## config.mk

```make
export PLATFORM = sky130hd
export DESIGN_NAME = usb_tx_top
export DESIGN_NICKNAME = d
export VERILOG_FILES = /design/src/usb_link_pkg.sv /design/src/usb_tx_ctrl_pkg.sv /design/src/crc5.sv /design/src/tx_arbiter.sv /design/src/usb_tx.sv /design/src/usb_tx_top.sv
export SDC_FILE = /design/constraint.sdc
export NUM_CORES = 1
export LEC_CHECK = 0
export BUFFER_PORTS_ARGS = -buffer_cell sky130_fd_sc_hd__buf_2
export CORE_MARGIN = 10
export CORE_UTILIZATION = 49
export DETAILED_ROUTE_END_ITERATION = 10
export PLACE_DENSITY = 0.82
export SLEW_MARGIN = 10
export SYNTH_ARGS = -nofsm -noshare
export SYNTH_HDL_FRONTEND = slang
export SYNTH_HIERARCHICAL = 1
export SYNTH_SLANG_ARGS = --single-unit
```

## constraint.sdc

```tcl
create_clock -name clk -period 2.37 [get_ports clk]
set_input_delay 0.3555 -clock clk [delete_from_list [all_inputs] [get_ports clk]]
set_output_delay 0.3555 -clock clk [all_outputs]
set_load 0.01 [all_outputs]
```

## src/usb_link_pkg.sv

```systemverilog
package usb_link_pkg;

    // ==================================================
    // request types seen by the arbiter and former
    // ==================================================
    typedef enum logic [3:0] {
        pkt_ack    = 4'd1,
        pkt_nak    = 4'd2,
        pkt_stl    = 4'd3,
        pkt_didx   = 4'd5,  // device index command.
        pkt_dparam = 4'd6,  // sampling parameter command.
        pkt_ddidx  = 4'd7   // data index command.
    } pkt_type_e;

    // ==================================================
    // PID byte values on the wire
    // ==================================================
    typedef enum logic [7:0] {
        pid_sync = 8'h01,  // also serves as the SYNC byte.
        pid_ack  = 8'h2D,
        pid_nak  = 8'hA5,
        pid_stl  = 8'hE1,
        pid_cmd  = 8'h1E
    } pid_e;

    // ==================================================
    // command payload headers
    // ==================================================
    // the header sits in the upper nibble of the first payload byte.
    localparam logic [3:0] head_ddidx  = 4'h1;
    localparam logic [3:0] head_dparam = 4'h5;
    localparam logic [3:0] head_didx   = 4'h9;

    // ==================================================
    // CRC5 constants
    // ==================================================
    // x^5 + x^2 + 1 without the implicit top term.
    localparam logic [4:0] crc5_poly = 5'b00101;
    localparam logic [4:0] crc5_init = 5'b11111;

endpackage

```

## src/usb_tx_ctrl_pkg.sv

```systemverilog
package usb_tx_ctrl_pkg;

    // ==================================================
    // packet former states
    // ==================================================
    typedef enum logic [2:0] {
        idle,   // waiting for a request.
        sync,   // SYNC byte on txd.
        wpid,   // PID byte on txd.
        dnum0,  // zero byte of a command.
        dnum1,  // length byte of a command.
        wcmd,   // payload bytes.
        crc     // CRC5 byte.
    } tx_state_e;

    // ==================================================
    // arbiter sources
    // ==================================================
    typedef enum logic {
        src_hs  = 1'b0,  // handshake requester.
        src_cmd = 1'b1   // command requester.
    } src_e;

endpackage

```

## src/crc5.sv

```systemverilog
module crc5 (
    input  logic       clk,
    input  logic       rst,
    input  logic       clear,
    input  logic       en,
    input  logic [7:0] din,
    output logic [7:0] crc
);
    import usb_link_pkg::*;

    logic [4:0] crc_q;

    // folds one byte into the register, least significant bit first.
    function automatic logic [4:0] fold_byte(input logic [4:0] cur, input logic [7:0] data);
        logic [4:0] acc;
        logic       fb;
        acc = cur;
        for (int i = 0; i < 8; i++) begin
            fb  = acc[4] ^ data[i];
            acc = {acc[3:0], 1'b0};
            if (fb) begin
                acc = acc ^ crc5_poly;
            end
        end
        return acc;
    endfunction

    always_ff @(posedge clk or posedge rst) begin
        if (rst) begin
            crc_q <= crc5_init;
        end else if (clear) begin
            crc_q <= crc5_init;  // a new packet always restarts the check.
        end else if (en) begin
            crc_q <= fold_byte(crc_q, din);
        end
    end

    assign crc = {3'b000, ~crc_q};  // the wire carries the complement.

endmodule

```

## src/tx_arbiter.sv

```systemverilog
module tx_arbiter (
    input  logic                    clk,
    input  logic                    rst,
    input  logic                    hs_valid,
    input  usb_link_pkg::pkt_type_e hs_type,
    output logic                    hs_ready,
    input  logic                    cmd_valid,
    input  usb_link_pkg::pkt_type_e cmd_type,
    input  logic [31:0]             cmd_word,
    output logic                    cmd_ready,
    output logic                    pkt_valid,
    output usb_link_pkg::pkt_type_e pkt_type,
    output logic [31:0]             pkt_word,
    input  logic                    pkt_ready
);
    import usb_tx_ctrl_pkg::*;

    src_e prio_q;  // source favoured when both request.
    src_e sel;

    always_comb begin
        if (hs_valid && cmd_valid) begin
            sel = prio_q;
        end else if (hs_valid) begin
            sel = src_hs;
        end else if (cmd_valid) begin
            sel = src_cmd;
        end else begin
            sel = prio_q;
        end
    end

    assign pkt_valid = hs_valid || cmd_valid;
    assign pkt_type  = (sel == src_hs) ? hs_type : cmd_type;
    assign pkt_word  = (sel == src_hs) ? 32'd0 : cmd_word;  // handshakes carry no data.
    assign hs_ready  = pkt_ready && (sel == src_hs);
    assign cmd_ready = pkt_ready && (sel == src_cmd);

    // after each transfer the other source gets the next turn.
    always_ff @(posedge clk or posedge rst) begin
        if (rst) begin
            prio_q <= src_hs;
        end else if (pkt_valid && pkt_ready) begin
            prio_q <= (sel == src_hs) ? src_cmd : src_hs;
        end
    end

    // ==================================================
    // checks
    // ==================================================
    a_one_ready: assert property (@(posedge clk) disable iff (rst)
        !(hs_ready && cmd_ready));

endmodule

```

## src/usb_tx.sv

```systemverilog
module usb_tx (
    input  logic                    clk,
    input  logic                    rst,
    input  logic                    pkt_valid,
    input  usb_link_pkg::pkt_type_e pkt_type,
    input  logic [31:0]             pkt_word,
    output logic                    pkt_ready,
    output logic                    crc_clear,
    output logic                    crc_en,
    output logic [7:0]              crc_din,
    input  logic [7:0]              crc_out,
    output logic [7:0]              txd,
    output logic                    txd_valid,
    input  logic                    txd_ready
);
    import usb_link_pkg::*;
    import usb_tx_ctrl_pkg::*;

    tx_state_e   state;
    tx_state_e   state_d;
    pkt_type_e   type_q;
    logic [19:0] word_q;   // command fields from word bits 31..12.
    logic [1:0]  len_q;
    logic [1:0]  pay_cnt;
    logic        accept;
    logic        take;
    logic        is_hs;
    logic        last_pay;
    logic [7:0]  pid_byte;
    logic [7:0]  pay_byte;

    assign accept   = pkt_valid && pkt_ready;
    assign take     = txd_valid && txd_ready;
    assign is_hs    = type_q inside {pkt_ack, pkt_nak, pkt_stl};
    assign last_pay = (pay_cnt + 2'd1) == len_q;

    // ==================================================
    // request capture and payload counter
    // ==================================================
    always_ff @(posedge clk) begin
        if (accept) begin
            type_q <= pkt_type;
            word_q <= pkt_word[31:12];
            len_q  <= (pkt_type == pkt_dparam) ? 2'd2 : 2'd1;
        end
    end

    always_ff @(posedge clk or posedge rst) begin
        if (rst) begin
            state   <= idle;
            pay_cnt <= 2'd0;
        end else begin
            state <= state_d;
            if (accept) begin
                pay_cnt <= 2'd0;
            end else if (state == wcmd && take) begin
                pay_cnt <= pay_cnt + 2'd1;
            end
        end
    end

    // every state but idle holds one byte until the sink takes it.
    always_comb begin
        state_d = state;
        case (state)
            idle:    if (accept) state_d = sync;
            sync:    if (take) state_d = wpid;
            wpid:    if (take) state_d = is_hs ? idle : dnum0;
            dnum0:   if (take) state_d = dnum1;
            dnum1:   if (take) state_d = wcmd;
            wcmd:    if (take && last_pay) state_d = crc;
            crc:     if (take) state_d = idle;
            default: state_d = idle;
        endcase
    end

    // ==================================================
    // byte selection
    // ==================================================
    always_comb begin
        case (type_q)
            pkt_ack: pid_byte = pid_ack;
            pkt_nak: pid_byte = pid_nak;
            pkt_stl: pid_byte = pid_stl;
            default: pid_byte = pid_cmd;
        endcase
    end

    always_comb begin
        case (type_q)
            pkt_didx:   pay_byte = {head_didx, word_q[19:16]};
            pkt_ddidx:  pay_byte = {head_ddidx, word_q[15:12]};
            pkt_dparam: pay_byte = (pay_cnt == 2'd0) ? {head_dparam, word_q[11:8]}
                                                     : word_q[7:0];  // upper over lower filter.
            default:    pay_byte = 8'h00;
        endcase
    end

    always_comb begin
        case (state)
            sync:    txd = pid_sync;
            wpid:    txd = pid_byte;
            dnum1:   txd = {6'd0, len_q};
            wcmd:    txd = pay_byte;
            crc:     txd = crc_out;
            default: txd = 8'h00;  // idle and the zero byte.
        endcase
    end

    assign txd_valid = (state != idle);
    assign pkt_ready = (state == idle);
    assign crc_clear = accept;
    assign crc_en    = take && (state == dnum1 || state == wcmd);  // length and payload only.
    assign crc_din   = txd;

    // ==================================================
    // checks
    // ==================================================
    a_txd_hold: assert property (@(posedge clk) disable iff (rst)
        txd_valid && !txd_ready |=> txd_valid && $stable(txd));

    // requests are taken only between packets.
    a_ready_idle: assert property (@(posedge clk) disable iff (rst)
        pkt_ready |-> state == idle);

    a_no_crc_head: assert property (@(posedge clk) disable iff (rst)
        state inside {sync, wpid} |-> !crc_en);

endmodule

```

## src/usb_tx_top.sv

```systemverilog
module usb_tx_top (
    input  logic                    clk,
    input  logic                    rst,
    input  logic                    hs_valid,
    input  usb_link_pkg::pkt_type_e hs_type,
    output logic                    hs_ready,
    input  logic                    cmd_valid,
    input  usb_link_pkg::pkt_type_e cmd_type,
    input  logic [31:0]             cmd_word,
    output logic                    cmd_ready,
    output logic [7:0]              txd,
    output logic                    txd_valid,
    input  logic                    txd_ready
);
    import usb_link_pkg::*;

    logic        pkt_valid;
    pkt_type_e   pkt_type;
    logic [31:0] pkt_word;
    logic        pkt_ready;
    logic        crc_clear;
    logic        crc_en;
    logic [7:0]  crc_din;
    logic [7:0]  crc_out;

    tx_arbiter u_arbiter (
        .clk       (clk),
        .rst       (rst),
        .hs_valid  (hs_valid),
        .hs_type   (hs_type),
        .hs_ready  (hs_ready),
        .cmd_valid (cmd_valid),
        .cmd_type  (cmd_type),
        .cmd_word  (cmd_word),
        .cmd_ready (cmd_ready),
        .pkt_valid (pkt_valid),
        .pkt_type  (pkt_type),
        .pkt_word  (pkt_word),
        .pkt_ready (pkt_ready)
    );

    usb_tx u_tx (
        .clk       (clk),
        .rst       (rst),
        .pkt_valid (pkt_valid),
        .pkt_type  (pkt_type),
        .pkt_word  (pkt_word),
        .pkt_ready (pkt_ready),
        .crc_clear (crc_clear),
        .crc_en    (crc_en),
        .crc_din   (crc_din),
        .crc_out   (crc_out),
        .txd       (txd),
        .txd_valid (txd_valid),
        .txd_ready (txd_ready)
    );

    crc5 u_crc5 (
        .clk   (clk),
        .rst   (rst),
        .clear (crc_clear),
        .en    (crc_en),
        .din   (crc_din),
        .crc   (crc_out)
    );

endmodule

```

==> key figures <==
Setup path
  • CP most frequent cell: buf_4
  • Crit-path max FO: 4
  • Worst path cell trace: buf_4 > buf_4 > mux2_2 > a21oi_2 > o32ai_4 > xor2_2 > buf_4 > buf_4 > xor2_1 > xnor2_1 > a211o_1
  • Worst R2R Path Depth: 11
  • Slowest-stage cell, CP: edfxtp_1
  • Buffer and inverter count on the worst path: 4
  • CP top delay family: compound AO/OA/AOI/OAI gates
  • Reg-to-Reg End: u_crc5/crc_q[3]$_DFFE_PP1P_
  • Type of origin of the critical path: flip-flop
  • R2R Setup Slk: -0.08 ns
  • Critical path origin: u_tx/type_q[1]$_DFFE_PP_
  • WP data arrival: 2.67 ns
  • Critical path type: reg -> reg
  • Slowest stage delay, CP: 0.46 ns
  • Crit path capture type: flip-flop
  • Worst R2R Start: u_tx/type_q[1]$_DFFE_PP_
  • Worst Path Required: 2.59 ns

GRT
  • Number of global-route vias before repair: roughly 1,800
  • First-pass GRT wire length: 8420 um
  • Largest net degree at the start of global routing: 31
  • Total GRT Usage: 12.4%
  • Gr ovfl total: 0
  • Initial antenna violation count: 0

Routing
  • First-pass detailed-route iteration total: 4
  • Post-route DRC violation count: 0
  • Starting DRC count in detailed routing: 76
  • DRT antenna net count: 0
  • Avg WL per Cell: 14.8 um
  • Via-to-Cell Ratio: just under 5
  • Final WL: 5080 um
  • Detailed-route via count: between 1,500 and 2,000

Power
  • Sw Pwr: 1.46 mW
  • Static Leak: 1.35 nW
  • Combinational share of power: 60.6%
  • Worst IR Drop VDD: 0.000782 V
  • Power Dens Cells: roughly 1300 mW/mm^2
  • Net Sw Frac: between 30% and 40%
  • Internal: 2.47 mW
  • Sequential Power Share: 28.5%
  • Clk pwr share: 10.9%

Min path
  • Hold EP: u_arbiter/prio_q$_DFFE_PP0P_
  • Hold depth: 2
  • HP Class: in -> reg
  • Worst Hold Launch: cmd_valid

CTS
  • CTS root buf: clkbuf_8
  • Clk buf depth: 2
  • Clock sinks: 37
  • H-Tree Depth: 2
  • CTS clk-pin slew, worst paths: 0.07 ns
  • Inserted Clock Buffers: 5
  • CTS tree: built
  • Worst skew pair latency: 0.29 ns

Final layout
  • Fillers: roughly 370
  • Sequential cell area: approximately 0.0011 sq mm
  • Share of cells above drive strength 1: 46.2%
  • Synth-to-layout area growth: 23.3%
  • Ant. Diodes: 0
  • Final net count: around 320
  • Finished Cell Area: 0.00301 sq mm
  • Multi-input logic area: 0.00122 sq mm
  • Finished Layout Cells: 344
  • Most frequent cells in the layout: buf_2, buf_4, edfxtp_1, and2_1
  • Leading cell type in the layout, fill and taps excluded: buf_2

STA
  • Max Freq: approximately 410 MHz
  • Worst setup margin: -0.0772 ns
  • Unrepaired setup endpoints after global routing: true
  • Fin crit share: 103%
  • Final Hold Fails: 0
  • Fin. max-slew vios: 0
  • Fin Clk Skew: about 0.0057 ns
  • # setup viols final: 2
  • Period minus WS final: 2.45 ns

Place
  • RD Place Congestion: 0.824
  • DP Cell Count: between 300 and 400
  • Post-Place Cell Area: 0.00279 sq mm
  • Post-DP HPWL: 3880 um
  • Port Buf Inserts: between 40 and 50

Floorplanning
  • Row count: 25
  • Initial Utilization: 51.0%
  • Core Area: 0.00479 sq mm
  • Die height: 90.5 um
  • I/O pins: 56
  • Die area: 0.00820 sq mm
  • Horiz. Die Dim: 90.5 um

Synth
  • Post-synthesis average cell area: 11.4 sq um
  • Cells after Synth: 213
  • Netlist area before placement: 0.00244 sq mm
  • Yosys warns: 6

Status
  • Failing checks: setup timing
  • Status: complete, but fails checks

Run
  • Max-cap violations: 0
==> how the worst max path moves through the flow <==
stage / end / slack (ns) / cells after the start
final: u_crc5/crc_q[3]$_DFFE_PP1P_ / -0.08 / 11
after global routing: u_crc5/crc_q[2]$_DFFE_PP1P_ / -0.20 / 9
after CTS: u_crc5/crc_q[3]$_DFFE_PP1P_ / -0.08 / 8
after detailed placement: u_crc5/crc_q[2]$_DFFE_PP1P_ / -0.26 / 11
after global placement: u_crc5/crc_q[2]$_DFFE_PP1P_ / -0.12 / 11
after floorplan: u_crc5/crc_q[3]$_DFFE_PP1P_ / 0.005 / 9
==> sequential cells by signal (all words and copies together), names as in the netlist <==
| name | cells |
|---|---|
| u_tx/pay_cnt | 2 |
| u_tx/len_q | 2 |
| u_crc5/crc_q | 5 |
| u_tx/type_q | 4 |
| u_arbiter/prio_q | 1 |
| u_tx/word_q | 20 |
| u_tx/state | 3 |
==> timing repair <==
item | in CTS | in global routing
setup endpoints to repair | 3 | 5
hold buffers | 1 | 0
endpoints found under the hold margin | 6 | 0
buffers inserted | 4 | 1
gates resized for setup | 14 | 3
gates cloned | 0 | 0
pin swaps | 2 | 2
==> metrics by stage <==
stage / total power, mW / setup WS (ns) / util [%] / setup TNS, ns / hold slack, ns
after global routing: 4.21 / -0.196 / 62.8 / -0.354 / 0.303
final: 3.93 / -0.0772 / 62.8 / -0.142 / 0.294
after CTS: 3.92 / -0.0759 / 62.5 / -0.124 / 0.288
after global placement: 3.23 / -0.122 / 58.2 / -0.203 / 0.224
after floorplan: 2.77 / 0.00498 / - / 0 / 0.0842
after detailed placement: 3.30 / -0.265 / 58.2 / -0.523 / 0.226
==> metal layers <==
layer	GRT usage, %	part of all wire (%)
met5	0	0
met4	4.38	0.87
met3	3.08	4.4
met2	20.6	50
met1	15.1	44
==> power by group through the flow <==
stage | sequential, mW | clock [mW] | combinational [mW]
detailed placement | 1.12 | 0 | 2.17
floorplan | 1.07 | 0 | 1.70
finish | 1.12 | 0.430 | 2.38
global route | 1.14 | 0.475 | 2.60
global placement | 1.11 | 0 | 2.12
CTS | 1.12 | 0.448 | 2.36
==> cell type report <==
cell class	count	share of cell area [%]
clock buffer	6	2.41
clock inverter	2	0.499
sequential	37	35.4
multi-input combinational	140	40.5
inverter	15	1.87
timing repair buffer	77	16.6
tap	67	2.79
==> worst reg2reg max path, stage by stage (launching register included) <==
cell,delay (ns)
edfxtp_1,0.46
buf_4,0.17
buf_4,0.13
mux2_2,0.29
a21oi_2,0.21
o32ai_4,0.13
xor2_2,0.17
buf_4,0.15
buf_4,0.13
xor2_1,0.16
xnor2_1,0.13
a211o_1,0.26
Power figures use the tool's default switching activity.
